$ cat config.mk
export PLATFORM = sky130hd
export DESIGN_NAME = btb_preload
export DESIGN_NICKNAME = d
export VERILOG_FILES = /design/src/hw/bp_pkg.sv /design/src/hw/btb_preload.sv
export SDC_FILE = /design/constraint.sdc
export NUM_CORES = 1
export LEC_CHECK = 0
export BUFFER_PORTS_ARGS = -buffer_cell sky130_fd_sc_hd__buf_4
export CAP_MARGIN = 15
export CORE_UTILIZATION = 46
export CTS_CLUSTER_SIZE = 25
export DETAILED_ROUTE_END_ITERATION = 12
export GPL_TIMING_DRIVEN = 0
export PLACE_DENSITY_LB_ADDON = 0.1
export SETUP_SLACK_MARGIN = 0.1
export SYNTH_ARGS = -nofsm -noshare
export SYNTH_HDL_FRONTEND = slang
export SYNTH_SLANG_ARGS = --single-unit
$ cat constraint.sdc
create_clock -name clk_i -period 5.9 [get_ports clk_i]
set_input_delay 1.18 -clock clk_i [delete_from_list [all_inputs] [get_ports clk_i]]
set_output_delay 1.18 -clock clk_i [all_outputs]
set_load 0.02 [all_outputs]
$ cat src/hw/bp_pkg.sv
/* branch predictor package
   table geometry, entry field positions, counter and grant encodings */

package bp_pkg;

  localparam int pc_w        = 32;                    // architectural pc width
  localparam int btb_entries = 256;                   // table depth
  localparam int index_w     = 8;                     // index from pc[9:2]
  localparam int tag_w       = 22;                    // tag from pc[31:10]
  localparam int target_w    = 30;                    // word aligned target, low bits dropped
  localparam int entry_w     = 55;                    // valid + tag + target + counter

  // entry field positions, msb first
  localparam int valid_bit   = entry_w - 1;           // bit 54
  localparam int tag_lsb     = 2 + target_w;          // tag occupies 53..32
  localparam int target_lsb  = 2;                     // target occupies 31..2

  // 2-bit saturating direction counter
  typedef enum logic [1:0] {
    ctr_strong_nt = 2'b00,
    ctr_weak_nt   = 2'b01,
    ctr_weak_t    = 2'b10,
    ctr_strong_t  = 2'b11
  } ctr_e;

  // owner of the table port in the current cycle
  typedef enum logic [1:0] {
    grant_none    = 2'b00,
    grant_preload = 2'b01,
    grant_update  = 2'b10,
    grant_lookup  = 2'b11
  } grant_e;

endpackage
$ cat src/hw/btb_preload.sv
/* table preload sequencer
   clears every entry after reset, then takes external preload writes */

`timescale 1ns/10ps

module btb_preload (
  input  logic                        clk_i,
  input  logic                        rst_i,
  input  logic                        init_valid,    // one write request, strobe
  input  logic [bp_pkg::index_w-1:0]  init_addr,
  input  logic [bp_pkg::entry_w-1:0]  init_entry,
  input  bp_pkg::grant_e              grant,
  output logic                        req,
  output logic                        we,
  output logic [bp_pkg::index_w-1:0]  addr,
  output logic [bp_pkg::entry_w-1:0]  wdata,
  output logic                        preload_busy   // high until sweep is done
);

  logic [bp_pkg::index_w-1:0] sweep_cnt;             // next entry to clear
  logic                       pend;                  // init write waiting for port
  logic [bp_pkg::index_w-1:0] pend_addr;
  logic [bp_pkg::entry_w-1:0] pend_entry;
  logic                       granted;

  assign granted = (grant == bp_pkg::grant_preload);

  always_ff @(posedge clk_i) begin
    if (rst_i) begin
      preload_busy <= 1'b1;
      sweep_cnt    <= '0;
      pend         <= 1'b0;
    end else begin
      if (preload_busy && granted) begin
        sweep_cnt <= sweep_cnt + 1'b1;
        if (sweep_cnt == bp_pkg::index_w'(bp_pkg::btb_entries - 1)) begin
          preload_busy <= 1'b0;                      // last entry cleared
        end
      end
      if (init_valid && !preload_busy) begin
        pend <= 1'b1;                                // newest request wins
      end else if (pend && granted && !preload_busy) begin
        pend <= 1'b0;
      end
    end
  end

  // buffered write payload
  always_ff @(posedge clk_i) begin
    if (init_valid && !preload_busy) begin
      pend_addr  <= init_addr;
      pend_entry <= init_entry;
    end
  end

  assign req   = preload_busy || pend;               // preload only ever writes
  assign we    = req;
  assign addr  = preload_busy ? sweep_cnt : pend_addr;
  assign wdata = preload_busy ? '0 : pend_entry;     // sweep writes invalid entries

endmodule

==> flow_summary_export.csv <==
group,metric,value,unit
routing,drtIter0Drc,112,
floorplan,num_rows,28,
setup_path,endpoint_kind,"output port",
yosys,ys_seq_elements,73,
routing,drt-total-wl,5470,µm
pwr,max-vdd-ir-drop,226,µV
worst_hold_path,hold_path.class,"reg2reg",
setup_path,critPathSlowestCell,"clkbuf_1",
clock_tree,ctsHoldBuffers,0,
sta,fin_setup_tns,0,ns
sta,finalClockSkew,0.00656,ns
floorplan,initial_utilization,0.480,
pwr,power_switching_share,0.182,
routing,wl_met2,2700,µm
finish,final_cell_mix,"buf_4 (134), edfxtp_1 (63), nor2b_1 (55)",
finish,fin_nets,400,
sta,period_share,0.560,
clock_tree,clock_latency,0.33,ns
grt,grt_pass1_vias,1741,
sta,drv_slew,0,
finish,layout_commonest_cell,"buf_4",
routing,drt-met1-wl,2030,µm
grt,grt_pass1_wl,8010,µm
floorplan,die_h,80.6,µm
place,gp_congestion,0.715,
grt,grt_overflow,0,
finish,seq_area,2090,µm²
status,outcome,"complete, no violations",
clock_tree,root_buffer,"clkbuf_8",
finish,n_antenna_cell,0,
routing,drc,0,
setup_path,path_common_cell,"buf_4",
clock_tree,cts.sinks,73,
routing,first_pass_iters,4,
clock_tree,cts_setup_buffers,0,
pwr,p_sw,0.184,mW
routing,ant_nets,0,
pwr,clkPwrFrac,0.402,
routing,wl_met3,656,µm
pwr,seq_power_share,0.557,
clock_tree,ctsResizeCount,0,
clock_tree,cts-buffers-inserted,9,
setup_path,critPathLaunchType,"flip-flop",
routing,highest_layer,"met4",
routing,num_vias,1943,
setup_path,crit_type,"reg2out",
yosys,postSynthAreaPerCell,15.3,µm²
pwr,power,1.01,mW
finish,fillers,440,
setup_path,critical_path_arrival,2.13,ns
yosys,synthCells,186,
place,hpwlAfterDp,4090,µm
place,io_buffer_count,132,
setup_path,critPathMaxFanout,10,
sta,setup_viol,0,
setup_path,cpPeakStageDelay,0.44,ns
yosys,synth_warnings,0,
pwr,p_leak,1.67,nW
floorplan,die_w,80.6,µm
pwr,power.density,241,nW/µm²
floorplan,die-area,6490,µm²
setup_path,crit_required,4.72,ns
grt,antenna_found_initial,0,
finish,post_route_cells_drive_above_1_share,0.485,
floorplan,ios,134,
routing,wire_per_inst,13.3,µm
sta,rsz0062_at_grt,"false",
grt,grt_max_degree,28,
sta,hold_viol_final,0,
finish,stdcell_count,411,
clock_tree,cts_buffer_depth,2,
job,cap_violations,0,
yosys,syn-num-nets,255,
sta,max-slew-margin-rel,0.640,
yosys,netlist_area,2840,µm²
grt,grtUsageTotal,0.171,
clock_tree,clk_pin_slew_worst_paths,0.07,ns
pwr,p_comb_frac,0.041,
pwr,p_int,0.825,mW
floorplan,core_area,5920,µm²
place,dpl.cell_count,395,
clock_tree,cts_tree,"yes",
sta,max_freq,0.302,GHz
finish,area_growth,47.5,%
sta,finalCriticalPeriod,3.31,ns
clock_tree,h-tree-depth,3,
sta,tightest_slew,0.541,ns
yosys,synthDistinctLibCells,27,
yosys,yosysSeqAreaShare,0.737,
routing,viasPerCell,4.73,
finish,multi_input_area,692,µm²
setup_path,path_cells,"buf_4, clkbuf_1, clkbuf_1, or2_2, buf_4, buf_4",
-- metal layers --
layer  track usage  up-vias
met3        0.0830        8
li1              -      947
met1         0.189      903
met2         0.274       85
met4        0.0804        0
met5             0        -
-- critical path, delay by kind of cell, from the launching register on --
| kind | cells | cell delay (ns) |
|---|---|---|
| and+or+nand+nor | 1 | 0.22 |
| DFF | 1 | 0.33 |
| buffers and inverters | 5 | 1.25 |
-- state kept, by name (all words and copies together), names as in the netlist --
name / cells
pend: 1
pend_addr: 8
pend_entry: 55
preload_busy: 1
sweep_cnt: 8
-- kinds of logic (layout without fill, tap and decap cells) --
| kind of cell | count (synthesis) | count (layout) | share of synthesized area |
|---|---|---|---|
| multiplexers | 9 | 9 | 0.0352 |
| AO/OA/AOI/OAI | 12 | 12 | 0.0251 |
| XOR/XNOR | 2 | 2 | 0.00617 |
| adder cells (fa/ha/maj) | 1 | 1 | 0.00440 |
| buffers and inverters | 13 | 163 | 0.0225 |
| flip-flops | 73 | 73 | 0.737 |
| AND/OR/NAND/NOR | 76 | 76 | 0.170 |
-- power groups by stage --
stage	Sequential [mW]	Clock, mW	Combinational [mW]
final	0.561	0.406	0.0412
after global routing	0.561	0.437	0.0438
after CTS	0.561	0.416	0.0416
after detailed placement	0.573	0	0.0415
after global placement	0.573	0	0.0395
after floorplan	0.573	0	0.00570
-- final timing paths --
path                                   from                  endpoint  slack (ns)  cells past startpoint
setup / recovery  preload_busy$_SDFFE_PP1P_                        we        2.59                      6
hold / removal            pend$_SDFFE_PP0P_         pend$_SDFFE_PP0P_        0.49                      2
setup reg to reg  preload_busy$_SDFFE_PP1P_  pend_entry[46]$_DFFE_PP_        3.92                      5
hold reg to reg           pend$_SDFFE_PP0P_         pend$_SDFFE_PP0P_        0.49                      2
-- cells in the mapped netlist, drive strengths merged --
master / instances / area [µm²]
nand4b: 2 / 32.5
a21oi: 6 / 30.0
o31ai: 3 / 22.5
o21ai: 2 / 10.0
edfxtp: 63 / 1890
or2: 1 / 6.26
clkbuf: 7 / 26.3
nand3: 2 / 10.0
buf: 4 / 30.0
o41ai: 1 / 8.76
mux2: 8 / 90.1
nand3b: 1 / 7.51
inv: 2 / 7.51
or3: 2 / 12.5
ha: 1 / 12.5
nor2b: 56 / 350
nand2: 3 / 11.3
xor2: 2 / 17.5
dfxtp: 10 / 200
nor2: 4 / 15.0
mux2i: 1 / 10.0
or4: 3 / 22.5
nand2b: 1 / 6.26
or3b: 1 / 8.76
-- final cells by class --
cell class / instances / area share
well taps: 75 / 0.0224
multi-input cells: 100 / 0.165
inverters: 2 / 0.00179
plain buffers: 11 / 0.0134
repair buffers: 134 / 0.248
clock inverters: 7 / 0.0203
flip-flops and latches: 73 / 0.499
clock buffers: 9 / 0.0296
-- through the flow --
| stage | instance area [µm²] | utilization | hold slack (ns) | setup slack, ns |
|---|---|---|---|---|
| final | 4190 | 0.708 | 0.488 | 2.59 |
| after global routing | 4190 | 0.708 | 0.517 | 2.41 |
| after CTS | 4190 | 0.708 | 0.497 | 2.54 |
| after detailed placement | 3980 | 0.672 | 0.482 | 2.92 |
| after global placement | 3930 | 0.663 | 0.467 | 0.230 |
| after floorplan | 2840 | - | 0.449 | 1.43 |
Note: power is estimated with default switching activity, not from simulation.
