### config.mk
export PLATFORM = sky130hd
export DESIGN_NAME = btb_arbiter
export DESIGN_NICKNAME = d
export VERILOG_FILES = /design/src/hw/bp_pkg.sv /design/src/hw/btb_arbiter.sv
export SDC_FILE = /design/constraint.sdc
export NUM_CORES = 1
export LEC_CHECK = 0
export BUFFER_PORTS_ARGS = -buffer_cell sky130_fd_sc_hd__buf_2
export CORE_AREA = 2 2 81 83
export DETAILED_ROUTE_END_ITERATION = 10
export DIE_AREA = 0 0 83 85
export PLACE_DENSITY = 0.67
export SYNTH_ARGS = -nofsm -noshare
export SYNTH_HDL_FRONTEND = slang
export SYNTH_SLANG_ARGS = --single-unit
### constraint.sdc
create_clock -name vclk -period 2.49
set_input_delay 0.498 -clock vclk [all_inputs]
set_output_delay 0.498 -clock vclk [all_outputs]
set_load 0.05 [all_outputs]
### src/hw/bp_pkg.sv
/* branch predictor package
   table geometry, entry field positions, counter and grant encodings */

package bp_pkg;

  localparam int pc_w        = 32;                    // architectural pc width
  localparam int btb_entries = 256;                   // table depth
  localparam int index_w     = 8;                     // index from pc[9:2]
  localparam int tag_w       = 22;                    // tag from pc[31:10]
  localparam int target_w    = 30;                    // word aligned target, low bits dropped
  localparam int entry_w     = 55;                    // valid + tag + target + counter

  // entry field positions, msb first
  localparam int valid_bit   = entry_w - 1;           // bit 54
  localparam int tag_lsb     = 2 + target_w;          // tag occupies 53..32
  localparam int target_lsb  = 2;                     // target occupies 31..2

  // 2-bit saturating direction counter
  typedef enum logic [1:0] {
    ctr_strong_nt = 2'b00,
    ctr_weak_nt   = 2'b01,
    ctr_weak_t    = 2'b10,
    ctr_strong_t  = 2'b11
  } ctr_e;

  // owner of the table port in the current cycle
  typedef enum logic [1:0] {
    grant_none    = 2'b00,
    grant_preload = 2'b01,
    grant_update  = 2'b10,
    grant_lookup  = 2'b11
  } grant_e;

endpackage
### src/hw/btb_arbiter.sv
/* table port arbiter
   fixed priority preload > update > lookup, muxes address and write data */

`timescale 1ns/10ps

module btb_arbiter (
  input  logic                        preload_req,
  input  logic                        preload_we,
  input  logic [bp_pkg::index_w-1:0]  preload_addr,
  input  logic [bp_pkg::entry_w-1:0]  preload_wdata,
  input  logic                        update_req,
  input  logic                        update_we,
  input  logic [bp_pkg::index_w-1:0]  update_addr,
  input  logic [bp_pkg::entry_w-1:0]  update_wdata,
  input  logic                        lookup_req,
  input  logic [bp_pkg::index_w-1:0]  lookup_addr,
  output bp_pkg::grant_e              grant,
  output logic                        tbl_en,
  output logic                        tbl_we,
  output logic [bp_pkg::index_w-1:0]  tbl_addr,
  output logic [bp_pkg::entry_w-1:0]  tbl_wdata
);

  // grant is combinational, losers hold their request into next cycle
  always_comb begin
    if (preload_req) begin
      grant = bp_pkg::grant_preload;
    end else if (update_req) begin
      grant = bp_pkg::grant_update;
    end else if (lookup_req) begin
      grant = bp_pkg::grant_lookup;
    end else begin
      grant = bp_pkg::grant_none;
    end
  end

  assign tbl_en = (grant != bp_pkg::grant_none);   // port idle without a winner

  always_comb begin
    tbl_we    = 1'b0;
    tbl_addr  = lookup_addr;                        // lookup is the default path
    tbl_wdata = '0;
    case (grant)
      bp_pkg::grant_preload: begin
        tbl_we    = preload_we;
        tbl_addr  = preload_addr;
        tbl_wdata = preload_wdata;
      end
      bp_pkg::grant_update: begin
        tbl_we    = update_we;
        tbl_addr  = update_addr;
        tbl_wdata = update_wdata;
      end
      default: begin
        tbl_we    = 1'b0;                           // lookup only reads
      end
    endcase
  end

endmodule

==> results by group, run 1 <==
Place
  – Place WS: -0.0371 ns
  – HPWL after DPL: 4.52 mm
  – Buffers added on ports: 206
  – Gpl congestion: 0.777

Pwr
  – Peak supply drop: 0.194 mV
  – Leak: 1.53 nW
  – Total Power: 0.987 mW
  – Power Density: 350 nW/um^2

Detailed routing
  – Via count: 2,053
  – Post-route DRC: 0
  – Drt total wl: 5.65 mm
  – Post-DR vias/cell: 4.70
  – First DRT Iteration DRCs: 34
  – Post-route ant nets: 0
  – DR pass1 iterations: 4
  – Routed length per placed instance: 12.9 um

Clocking
  – Setup bufs post-CTS: 0
  – Hold_buf cts: 0

Flow run
  – Maximum capacitance violations: 0

Yosys
  – Post-Synthesis Cell Area: 1170 um^2
  – Post-synthesis cell count: 168
  – YS warnings: 0
  – Register area share after synthesis: 0%
  – Syn Nets: 310
  – Unique masters post-synth: 14
  – Mean Syn Cell Area: 6.97 um^2

Die
  – Initial Util: 18.9%
  – Die height: 85 um
  – Core area: 6200 um^2
  – Row Count: 29
  – Die area: 7060 um^2
  – Die X: 83 um
  – I/O pins: 206

Setup path
  – Kind of critical path: input pin to output port
  – Crit. End Element: output port
  – Startpoint types: input pin
  – Critical Path, Cell by Cell: buf_2 > nor2_2 > or2_1 > ha_4 > buf_12 > nor2b_4 > buf_2
  – Crit-path most repeated cell: buf_2
  – Critical path required time: 1.99 ns
  – Worst path max stage delay: 0.34 ns
  – CP max FO: 35
  – CP arrival: 1.93 ns
  – Slowest cell on crit path: ha_4

Timing
  – Slew Viols, Final: 0
  – Worst-margin pin slew: 0.412 ns
  – Setup slack after layout: 0.0579 ns
  – Clock period minus worst slack: 2.43 ns
  – Fmax: 411 MHz
  – Final setup viols: 0
  – Final Cycle Share: 97.7%
  – Max-slew headroom: 72.5%
  – Final Hold Vio Count: 0

Global routing
  – Global-route wire length before repair: 8.89 mm
  – Initial antenna violation count: 0
  – Total grt overflow: 0
  – GRT Util Overall: 14.3%
  – Largest net degree at the start of global routing: 44
  – Vias in the first global route: 1,953

Final layout
  – FF/Latch Area: 0 um^2
  – Nets: 504
  – Seq_cells: 0
  – Ant diodes: 0
  – Clock buffers: 0
  – Area Overhead vs Synth: 141%
  – Share of cells above drive strength 1: 80.6%

Min path
  – Hold Path Stages: 4
  – Hold Startpoint: lookup_addr[2]
  – Worst hold path class: input pin to output port
  – Hold Crit Endpoint: tbl_addr[2]

Run status
  – Status: finished clean
layout make-up:
| cell class | count | area [um^2] |
|---|---|---|
| timing repair buffer | 214 | 1190 |
| multi-input combinational | 144 | 1530 |
| fill | 621 | 3380 |
| tap | 77 | 96.3 |
| inverter | 2 | 7.51 |
timing repair:
action | 4_1_cts | 5_1_grt
gates cloned | 0 | 1
endpoints found under the setup margin | 8 | 62
gates resized for setup | 8 | 8
pin swaps | 0 | 0
report_power, final:
group          internal [mW]  switching [mW]
registers                  0               0
clock network              0               0
logic                  0.393           0.594
total                  0.393           0.594
worst max path at each step:
stage               endpoint  cells past startpoint         from
6_report       tbl_wdata[24]                      7   lookup_req
3_5_place_dp     tbl_addr[3]                      8   lookup_req
2_1_floorplan   tbl_wdata[0]                      7  preload_req
3_3_place_gp     tbl_addr[6]                      8   lookup_req
4_1_cts        tbl_wdata[39]                      7   lookup_req
5_1_grt        tbl_wdata[34]                      8   update_req
worst max-delay path: cells and delay by family:
kind | cells | cell delay [ns]
adder cells (fa/ha/maj) | 1 | 0.34
AND/OR/NAND/NOR | 3 | 0.49
buffers and inverters | 3 | 0.58
synth_stat cells:
master | instances | area, um^2
a22oi_2 | 6 | 75.1
inv_1 | 2 | 7.51
buf_2 | 9 | 45.0
a21o_1 | 1 | 7.51
or2_1 | 1 | 6.26
a21oi_1 | 3 | 15.0
a22oi_1 | 58 | 435
nor2_1 | 10 | 37.5
a21oi_2 | 6 | 52.6
nor2b_1 | 56 | 350
buf_4 | 2 | 15.0
ha_1 | 3 | 37.5
buf_6 | 6 | 67.6
clkbuf_1 | 5 | 18.8
per-stage QoR:
| step | setup TNS (ns) | hold slack [ns] | utilization (%) | instance area, um^2 | cells |
|---|---|---|---|---|---|
| 5_1_grt | -0.0319 | 1.44 | 45.5 | 2820 | 437 |
| 6_report | 0 | 1.41 | 45.5 | 2820 | 437 |
| 3_5_place_dp | -0.221 | 1.47 | 44.3 | 2750 | 436 |
| 4_1_cts | 0 | 1.41 | 44.6 | 2770 | 436 |
| 3_3_place_gp | 0 | 1.47 | 44.3 | 2750 | 436 |
| 2_1_floorplan | -5.09 | 1.25 | - | 1690 | 168 |
routing by layer:
layer	share of wire, %	routed length, um	up-vias	GRT usage [%]
met5	0	0	-	0
met4	0.27	15	0	0.298
met3	8.8	498	2	3.02
met2	53	2990	121	28.8
met1	38	2150	926	16.2
li1	-	-	1004	-
cell usage in the layout (no fill, tap or decap), drive strengths merged:
cell | Yosys | final
ha | 3 | 3
nor2b | 56 | 56
or2 | 1 | 1
clkbuf | 5 | 6
a21oi | 9 | 9
a21o | 1 | 1
inv | 2 | 2
nor2 | 10 | 10
buf | 17 | 208
a22oi | 64 | 64
logic make-up after synthesis:
group	after synthesis	share of synthesized area [%]
AO/OA/AOI/OAI	74	50.0
AND/OR/NAND/NOR	67	33.7
adder cells (fa/ha/maj)	3	3.21
buffers and inverters	24	13.1
Note: power is estimated with default switching activity, not from simulation.
==> run 2: changes to the inputs <==
- BUFFER_PORTS_ARGS: -buffer_cell sky130_fd_sc_hd__buf_2 -> -buffer_cell sky130_fd_sc_hd__clkbuf_2
==> run 2 against run 1 <==
Combinational power up 8%. Largest cell class unchanged. Clock-buffer cell count unchanged. Maximum frequency up 1.7%. Worst setup slack better by 0.040 ns. Sequential cell count unchanged. Cell count up 1.4%. Worst hold slack better by 0.019 ns. First-iteration DRC count up 32%. Sequential share of layout area unchanged. Core utilization up 4.8 points.
==> results by group, run 2 (same netlist as run 1, synthesis figures left out) <==
Die
  – Die height: 85 um (unchanged)
  – Die area: 7060 um^2 (unchanged)
  – Row Count: 29 (unchanged)
  – Die X: 83 um (unchanged)
  – Initial Util: 18.9% (unchanged)
  – Core area: 6200 um^2 (unchanged)
  – I/O pins: 206 (unchanged)

Clocking
  – Hold_buf cts: 0 (unchanged)

Detailed routing
  – Post-route DRC: 0 (unchanged)
  – Post-route ant nets: 0 (unchanged)
  – DR pass1 iterations: 4 (unchanged)
  – Routed length per placed instance: 13.3 um (+2.5%)
  – Via count: 2,031 (-1.1%)
  – First DRT Iteration DRCs: 45 (+32%)
  – Post-DR vias/cell: 4.58 (-2.4%)
  – Drt total wl: 5.87 mm (+3.9%)

Final layout
  – Final cell count without fillers: 443 (+1.4%)
  – Share of cells above drive strength 1: 80.9% (+0.32 points)
  – Post-layout instance area: 3120 um^2 (+10%)
  – Commonest cells after routing, fill and taps aside: clkbuf_2, a22oi_1, nor2b_4
  – Most common cell after layout, fill and taps aside: clkbuf_2
  – Fillers: 578 (-6.9%)
  – Clock buffers: 0 (unchanged)
  – Ant diodes: 0 (unchanged)
  – Nets: 510 (+1.2%)
  – Area Overhead vs Synth: 166%
  – FF/Latch Area: 0 um^2 (unchanged)
  – Seq_cells: 0 (unchanged)

Global routing
  – Global-route wire length before repair: 9.24 mm (+4.0%)
  – Most Crowded Layer GR: met2
  – Largest net degree at the start of global routing: 33 (-25%)
  – Total grt overflow: 0 (unchanged)
  – Initial antenna violation count: 0 (unchanged)
  – Vias in the first global route: 2,007 (+2.8%)
  – Met1 track demand over resource: 16.8% (+0.64 points)
  – Met3 Use GR: 4.18% (+1.2 points)
  – GRT Util Overall: 15.2% (+0.91 points)
  – Met2 Use GR: 30.1% (+1.3 points)

Flow run
  – Maximum capacitance violations: 0 (unchanged)

Place
  – Buffers added on ports: 206 (unchanged)
  – HPWL after DPL: 4.86 mm (+7.4%)
  – DP Cell Count: 442 (+1.4%)
  – Placed inst area: 3050 um^2 (+11%)
  – Place WS: 0.000344 ns (+0.0375 ns)
  – Gpl congestion: 0.768 (-1.2%)

Pwr
  – Power Density: 343 nW/um^2 (-1.8%)
  – Leak: 1.63 nW (+6.8%)
  – Total Power: 1.07 mW (+8.5%)
  – Peak supply drop: 0.217 mV (+12%)

Min path
  – Hold Path Stages: 4 (unchanged)
  – Worst hold path class: input pin to output port

Setup path
  – Kind of critical path: input pin to output port
  – CP arrival: 1.89 ns (-0.04 ns)
  – Crit. End Element: output port
  – Critical path required time: 1.99 ns (about the same)
  – CP max FO: 7 (-80%)
  – Startpoint types: input pin

Timing
  – Clock period minus worst slack: 2.39 ns (-0.0399 ns)
  – Max-slew headroom: 79.9% (+7.4 points)
  – Final setup viols: 0 (unchanged)
  – Slew Viols, Final: 0 (unchanged)
  – Setup slack after layout: 0.0978 ns (+0.0399 ns)
  – Final Cycle Share: 96.1% (-1.6 points)
  – Unrepaired setup endpoints after global routing: false
  – Worst-margin pin slew: 0.302 ns (-0.111 ns)
  – Fmax: 418 MHz (+1.7%)
  – Final Hold Vio Count: 0 (unchanged)

Run status
  – Status: finished clean
==> run 2: cell types whose count changed in the layout (fill, tap and decap cells not counted), sizes merged <==
cell / delta
clkbuf: +173
buf: -167
==> run 2: routing by layer <==
layer	share of wire, %	wire, um	vias to the layer above
li1	-	-	1017
met1	37	2160	895
met2	53	3120	117
met3	9.8	573	2
met4	0.32	19	0
met5	0	0	-
==> run 2: area by class of cell <==
cell class	count	area [um^2]	share of cell area, %
inverters	2	7.51	0.241
multi-input cells	144	1540	49.4
well taps	77	96.3	3.09
repair buffers	220	1470	47.3
==> run 2: power breakdown <==
group / switching [mW] / internal, mW
Combinational: 0.609 / 0.462
Clock: 0 / 0
Sequential: 0 / 0
Total: 0.609 / 0.462
==> run 2: worst max-delay path, stage by stage <==
cell	delay, ns
clkbuf_2	0.11
nor2_1	0.06
or2_1	0.25
ha_4	0.35
buf_4	0.20
nor2_1	0.09
a21oi_4	0.10
clkbuf_4	0.23
==> run 2: timing repair <==
item,4_1_cts,5_1_grt
buffers inserted,0,0
endpoints found under the setup margin,1,42
pin swaps,0,0
resized for setup,1,29
cloned,0,1
==> run 2: path summary, 6_finish.rpt <==
kind,from,end
setup / recovery,lookup_req,tbl_addr[4]
hold / removal,update_wdata[0],tbl_wdata[0]
==> run 2: stage by stage <==
step	hold WS (ns)	util (%)	TNS (ns)
after floorplan	1.25	-	-5.09
after global placement	1.43	49.1	0
after detailed placement	1.44	49.1	0
after CTS	1.44	49.3	-0.00561
after global routing	1.45	50.3	0
final	1.43	50.3	0
