[src/hw/bp_pkg.sv]
/* branch predictor package
   table geometry, entry field positions, counter and grant encodings */

package bp_pkg;

  localparam int pc_w        = 32;                    // architectural pc width
  localparam int btb_entries = 256;                   // table depth
  localparam int index_w     = 8;                     // index from pc[9:2]
  localparam int tag_w       = 22;                    // tag from pc[31:10]
  localparam int target_w    = 30;                    // word aligned target, low bits dropped
  localparam int entry_w     = 55;                    // valid + tag + target + counter

  // entry field positions, msb first
  localparam int valid_bit   = entry_w - 1;           // bit 54
  localparam int tag_lsb     = 2 + target_w;          // tag occupies 53..32
  localparam int target_lsb  = 2;                     // target occupies 31..2

  // 2-bit saturating direction counter
  typedef enum logic [1:0] {
    ctr_strong_nt = 2'b00,
    ctr_weak_nt   = 2'b01,
    ctr_weak_t    = 2'b10,
    ctr_strong_t  = 2'b11
  } ctr_e;

  // owner of the table port in the current cycle
  typedef enum logic [1:0] {
    grant_none    = 2'b00,
    grant_preload = 2'b01,
    grant_update  = 2'b10,
    grant_lookup  = 2'b11
  } grant_e;

endpackage
[src/hw/btb_fetch_predict.sv]
/* fetch side lookup
   reads the entry for pc, compares the tag and picks the next pc */

`timescale 1ns/10ps

module btb_fetch_predict (
  input  logic                        clk_i,
  input  logic                        rst_i,
  input  logic                        fetch_valid,     // level, pc held while stalled
  input  logic [bp_pkg::pc_w-1:0]     pc,
  input  logic                        redirect_valid,
  input  logic [bp_pkg::pc_w-1:0]     redirect_pc,
  input  bp_pkg::grant_e              grant,
  input  logic [bp_pkg::entry_w-1:0]  rdata,
  output logic                        req,
  output logic [bp_pkg::index_w-1:0]  addr,
  output logic                        fetch_stall,
  output logic                        pred_valid,
  output logic                        hit,
  output logic                        pred_taken,
  output logic [bp_pkg::pc_w-1:0]     next_pc
);

  logic                        granted;
  logic [bp_pkg::pc_w-1:0]     lk_pc;          // pc of the read in flight
  logic                        dir_taken;      // counter says taken
  bp_pkg::ctr_e                rd_ctr;
  logic [bp_pkg::target_w-1:0] rd_target;

  assign req         = fetch_valid;
  assign addr        = pc[bp_pkg::index_w+1:2];
  assign granted     = (grant == bp_pkg::grant_lookup);
  assign fetch_stall = fetch_valid && !granted;          // lost the port this cycle

  always_ff @(posedge clk_i) begin
    if (rst_i) begin
      pred_valid <= 1'b0;
    end else begin
      pred_valid <= fetch_valid && granted;              // result next cycle
    end
  end

  always_ff @(posedge clk_i) begin
    if (fetch_valid && granted) begin
      lk_pc <= pc;
    end
  end

  assign rd_ctr    = bp_pkg::ctr_e'(rdata[1:0]);
  assign rd_target = rdata[bp_pkg::target_lsb +: bp_pkg::target_w];
  assign dir_taken = (rd_ctr == bp_pkg::ctr_weak_t) || (rd_ctr == bp_pkg::ctr_strong_t);

  // hit only in the result cycle
  assign hit = pred_valid && rdata[bp_pkg::valid_bit] &&
               (rdata[bp_pkg::tag_lsb +: bp_pkg::tag_w] == lk_pc[bp_pkg::pc_w-1 -: bp_pkg::tag_w]);

  assign pred_taken = hit && dir_taken && !redirect_valid;   // redirect overrides

  always_comb begin
    if (redirect_valid) begin
      next_pc = redirect_pc;                             // mispredict recovery first
    end else if (pred_taken) begin
      next_pc = {rd_target, 2'b00};
    end else begin
      next_pc = lk_pc + 32'd4;                           // fall through
    end
  end

endmodule

[config.mk]
export PLATFORM = sky130hd
export DESIGN_NAME = btb_fetch_predict
export DESIGN_NICKNAME = d
export VERILOG_FILES = /design/src/hw/bp_pkg.sv /design/src/hw/btb_fetch_predict.sv
export SDC_FILE = /design/constraint.sdc
export NUM_CORES = 1
export LEC_CHECK = 0
export BUFFER_PORTS_ARGS = -buffer_cell sky130_fd_sc_hd__buf_2
export CAP_MARGIN = 20
export CORE_ASPECT_RATIO = 1.2
export CORE_MARGIN = 8
export CORE_UTILIZATION = 35
export CTS_CLUSTER_DIAMETER = 40
export CTS_CLUSTER_SIZE = 12
export DETAILED_ROUTE_END_ITERATION = 7
export PLACE_DENSITY = 0.7
export REMOVE_ABC_BUFFERS = 1
export SYNTH_ARGS = -nofsm -noshare
export SYNTH_HDL_FRONTEND = slang
export SYNTH_SLANG_ARGS = --single-unit
export TNS_END_PERCENT = 10
[constraint.sdc]
create_clock -name clk_i -period 2.3 [get_ports clk_i]
set_input_delay 0.115 -clock clk_i [delete_from_list [all_inputs] [get_ports clk_i]]
set_output_delay 0.115 -clock clk_i [all_outputs]
set_load 0.02 [all_outputs]
==> results of run 1 <==
worst max-delay path, cell delays in order (launching register included):
cell      delay [ps]
edfxtp_1         440
xor2_1           210
nor4_4           380
nand4_4          240
buf_6            190
o41ai_4          310
a31oi_2           90
buf_4            180
timing repair:
item	CTS	global route
endpoints found under the hold margin	21	0
setup buffers	7	4
hold buffers	21	0
pin swaps	17	10
resized for setup	37	25
cloned	1	0
endpoints found under the setup margin	30	33
per-layer routing:
layer | wire length [µm] | global-route usage (%) | vias to the layer above | part of all wire, %
li1 | - | - | 1561 | -
met1 | 3970 | 18.7 | 1473 | 38
met2 | 5610 | 31.8 | 112 | 53
met3 | 678 | 4.39 | 24 | 6.4
met4 | 284 | 7.89 | 0 | 2.7
met5 | 0 | 0 | - | 0
area by class of cell:
cell class / count / area (µm²) / area share (%)
tap: 95 / 119 / 2.58
sequential: 33 / 981 / 21.3
timing repair buffer: 229 / 1440 / 31.3
inverter: 5 / 18.8 / 0.407
clock buffer: 8 / 90.1 / 1.95
multi-input combinational: 231 / 1960 / 42.5
kinds of logic (layout without fill, tap and decap cells):
group / after synthesis / count (layout) / share of synthesized area [%]
AND/OR/NAND/NOR: 117 / 117 / 26.3
AO/OA/AOI/OAI: 64 / 64 / 17.7
XOR/XNOR: 49 / 49 / 14.8
buffers and inverters: 35 / 242 / 6.98
flip-flops: 33 / 33 / 33.8
adder cells (fa/ha/maj): 1 / 1 / 0.431
registers in the layout, summed over array words and instances (netlist names):
signal,count
pred_valid,1
lk_pc,32
through the flow:
step,util [%],TNS (ps),cell area [µm²],worst slack (ps),power (mW)
floorplan,-,-613,2720,-123,0.948
global placement,48.3,0,3910,84.0,1.20
detailed placement,48.3,0,3910,99.0,1.20
CTS,54.7,-2300,4430,-119,1.70
global route,56.8,-5780,4610,-195,1.79
finish,56.8,-3430,4610,-137,1.71
synthesized netlist by cell type, types with 6 or more instances:
master	count	area share [%]
xor2_1	40	12
edfxtp_1	32	33
a31oi_1	21	4.5
nand2_1	19	2.5
nand2b_1	14	3.0
o41ai_1	14	4.2
nand3_1	13	2.2
nor4_1	13	2.8
nor3_1	12	2.1
buf_4	11	2.8
clkbuf_1	10	1.3
nor2_1	9	1.2
xnor2_1	9	2.7
and4b_1	8	2.8
nand4_1	8	1.7
o31ai_2	7	3.0
buf_2	6	1.0
o21ai_0	6	1.0
worst paths after layout:
check / cells past startpoint / to / start
hold / removal: 1 / lk_pc[28]$_DFFE_PP_ / pc[28]
setup / recovery: 7 / next_pc[19] / lk_pc[11]$_DFFE_PP_
power breakdown:
| group | switching (mW) | total (mW) | leakage (nW) | internal (mW) |
|---|---|---|---|---|
| sequential | 0.0242 | 0.717 | 0.302 | 0.693 |
| clock | 0.189 | 0.433 | 0.0455 | 0.243 |
| combinational | 0.296 | 0.562 | 1.67 | 0.267 |
==> qor.yml, run 1 <==
critical_path:
  worst-path-max-fanout: 5
  worst_setup_path_start_kind: "register"
  cp_data_required_time_ps: 2180
  cp-end-kind: "primary output"
  worst_ep_arrival_time_ps: 2320
  worstSetupPathType: "register to primary output"
logic_synthesis:
  synth_edf_count: 32
  ys_seq_area_share_pct: 33.8
  yosys_warnings: 0
  ys.flop_type: "edfxtp_1"
  async_flop_share_pct: 0
  syn-cell-area_um2: 2900
  synth_area_per_cell_um2: 9.71
  netlist_instances: 299
  synth-seq-cells: 33
  ys_types: 42
place:
  place_congestion: 0.841
  dp_cells: 560
  numPortBuffers: 168
  dp_hpwl_um: 8100
run_status:
  violations: "setup timing"
  status: "finished, violations left"
clock_network:
  h-tree-depth: 2
  cts_tree: "done"
  cts_buffers: 5
  clk_pin_slew_ps: 60
  numClockSinks: 33
  clk_path_buf_depth: 2
  root_buffer: "clkbuf_8"
cells_and_area:
  drive_gt1_share_pct: 51.4
  final_common_cell: "buf_2"
  syn_to_final_growth_pct: 58.8
  n_fill_cell: 726
  layout_common_cells: "152 x buf_2, 48 x buf_4, 38 x xor2_1"
  diodes: 0
  fin_cells: 601
  final_nets: 631
power_and_ir_drop:
  p_per_area_nw_per_um2: 371
  p_leak_nw: 2.02
  peakVddDrop_v: 0.000392
sta:
  drv_slew: 0
  hold_viol: 0
  period_share_pct: 106
  finalSetupViolations: 32
  period_minus_slack_ps: 2440
  hold_ws_ps: 10.8
  setup_ws_ps: -137
  fmax_mhz: 410
  tightestPinTransition_ps: 710
  rsz0062_at_grt: "true"
  max_slew_margin_pct: 52.6
grt:
  first_global_vias: 3228
  grt_overflow: 0
  grt_max_degree: 59
  grt_usage_pct: 17.5
  antenna_found_initial: 0
  grt_pass1_wl_um: 16100
drt:
  routed_wl_um: 10600
  drt-initial-drc-count: 173
  drc: 0
  ant_nets: 0
  vias_per_cell: 5.27
  first_pass_iters: 4
  vias: 3170
  wl_per_cell_um: 17.6
die:
  fp.dieArea_um2: 11500
  die_w_um: 99.1
  rows: 36
  boundaryPins: 170
  die_h_um: 116
  coreArea_um2: 8110
  start_util_pct: 35.8
flow_run:
  cap_violations: 0
hold_path:
  hp-class: "input pin to register"
Note: power is estimated with default switching activity, not from simulation.
==> run 2, diff against run 1 <==
- CORE_ASPECT_RATIO: 1.2 -> default
- CORE_UTILIZATION: 35 -> 45
- PLACE_DENSITY: 0.7 -> 0.86
==> run 2 against run 1 <==
Worst setup slack gained 55 ps. First-iteration DRC count grew 58%. Cell area shrank 6.7%. Clock power shrank 6.7%. Die area shrank 19%. Non-clock buffer count shrank 25. Critical path type unchanged. Via count grew 2.7%. The run still ends with setup timing left. Largest cell class unchanged.
==> qor.yml, run 2 (synthesis results as in run 1) <==
clock_network:
  cts_tree: "done"
  clk_pin_slew_ps: 70
  numClockSinks: 33
  h-tree-depth: 2
  cts_buffers: 5
  root_buffer: "clkbuf_8"
  clk_path_buf_depth: 2
power_and_ir_drop:
  p_leak_nw: 1.84
  p_per_area_nw_per_um2: 383
  peakVddDrop_v: 0.000658
  power_mw: 1.65
cells_and_area:
  final_nets: 607
  largest_reg_flops: 32
  reg_top3: "lk_pc: 32 flops, pred_valid: 1 flops"
  drive_gt1_share_pct: 50.6
  final_common_cell: "buf_2"
  syn_to_final_growth_pct: 48.2
  seq_area_um2: 981
  regMostFlops: "lk_pc"
  diodes: 0
  n_fill_cell: 488
  final_core_util_pct: 68.5
  multiInputGateArea_um2: 1840
  layout_common_cells: "143 x buf_2, 50 x buf_4, 40 x xor2_1"
  stdcell_area_um2: 4300
die:
  fp.dieArea_um2: 9280
  boundaryPins: 170
  rows: 29
  die_w_um: 96.3
  die_h_um: 96.3
  start_util_pct: 46.2
  coreArea_um2: 6280
drt:
  drc: 0
  first_pass_iters: 7
  vias: 3256
  ant_nets: 0
  drt-initial-drc-count: 274
  routed_wl_um: 10500
  vias_per_cell: 5.82
  wl_per_cell_um: 18.7
grt:
  grt_max_degree: 59
  grt_pass1_wl_um: 15100
  grt_overflow: 0
  first_global_vias: 3201
  antenna_found_initial: 0
  grt_usage_pct: 20.6
flow_run:
  cap_violations: 0
sta:
  tightestPinTransition_ps: 479
  drv_slew: 0
  fmax_mhz: 420
  max_slew_margin_pct: 67.9
  period_share_pct: 104
  rsz0062_at_grt: "true"
  period_minus_slack_ps: 2380
  setup_ws_ps: -81.5
  finalSetupViolations: 30
  tns_ps: -1290
  hold_viol: 0
run_status:
  violations: "setup timing"
  status: "finished, violations left"
critical_path:
  cp-endpoint: "next_pc[17]"
  max_stage_delay_ps: 420
  cp_data_required_time_ps: 2180
  cp_slowest_cell: "edfxtp_1"
  worst_ep_arrival_time_ps: 2270
  worst-path-max-fanout: 10
  worstSetupPathType: "register to primary output"
  worstPathCellList: "xor2_1 > nor4_4 > and4_4 > buf_12 > buf_16 > and4b_1 > o31ai_2 > buf_4"
  cp-end-kind: "primary output"
  worst_setup_path_start_kind: "register"
  crit_path_start: "lk_pc[28]$_DFFE_PP_"
hold_path:
  hp-class: "input pin to register"
place:
  pre_cts_slack_ps: 90.8
  dp_hpwl_um: 7940
  numPortBuffers: 168
  dpl_cell_area_um2: 3890
  place_congestion: 0.842
[run 2: cell types whose count changed in the layout (fill, tap and decap cells not counted), sizes merged]
cell,change
buf,-7
clkinv,+2
clkbuf,-1
nand3,+1
dlygate4sd3,-19
[run 2: power by group]
group          internal (mW)  switching, mW  leakage [nW]
registers              0.692         0.0248         0.302
clock network          0.209          0.194        0.0450
logic                  0.243          0.285          1.50
total                   1.14          0.504          1.84
[run 2: worst min-delay path by stage]
stage,start,end,slack (ps),cells past startpoint
finish,pc[28],lk_pc[28]$_DFFE_PP_,6,1
detailed placement,rst_i,pred_valid$_SDFF_PP0_,270,2
global placement,rst_i,pred_valid$_SDFF_PP0_,270,2
CTS,pc[29],lk_pc[29]$_DFFE_PP_,5,1
floorplan,rst_i,pred_valid$_SDFF_PP0_,190,1
global route,pc[26],lk_pc[26]$_DFFE_PP_,-2,1
[run 2: metal layers]
metal | share of wire (%) | routed length (µm) | global-route usage, % | vias up
met2 | 52 | 5440 | 37.5 | 167
met4 | 2.9 | 299 | 8.95 | 0
li1 | - | - | - | 1522
met5 | 0 | 0 | 0 | -
met3 | 7.1 | 749 | 3.59 | 33
met1 | 38 | 3990 | 23.1 | 1534
[run 2: timing repair]
item	CTS	global route
hold buffers	1	1
endpoints found under the setup margin	30	32
gates resized for setup	34	15
cloned	2	1
hold endpoints to repair	1	1
buffers inserted	6	2
pin swaps	16	5
[run 2: final cells by class]
class | instances | share of cell area (%)
Multi-Input combinational cell | 232 | 42.7
Sequential cell | 33 | 22.8
Clock inverter | 2 | 0.233
Inverter | 5 | 0.436
Clock buffer | 6 | 1.69
Timing Repair Buffer | 204 | 29.9
Tap cell | 77 | 2.24
[run 2: worst max-delay path, delay by kind of cell (launching register included)]
family	cells	cell delay (ps)
xor gates and xnor gates	1	200
DFF	1	420
buffers and inverters	3	390
AOI/OAI and AO/OA	1	80
and+or+nand+nor	3	900
[run 2: through the flow]
| step | std cells | hold slack [ps] |
|---|---|---|
| after floorplan | 269 | 187 |
| after global placement | 538 | 272 |
| after detailed placement | 538 | 275 |
| after CTS | 555 | 4.79 |
| after global routing | 559 | -1.88 |
| final | 559 | 6.22 |
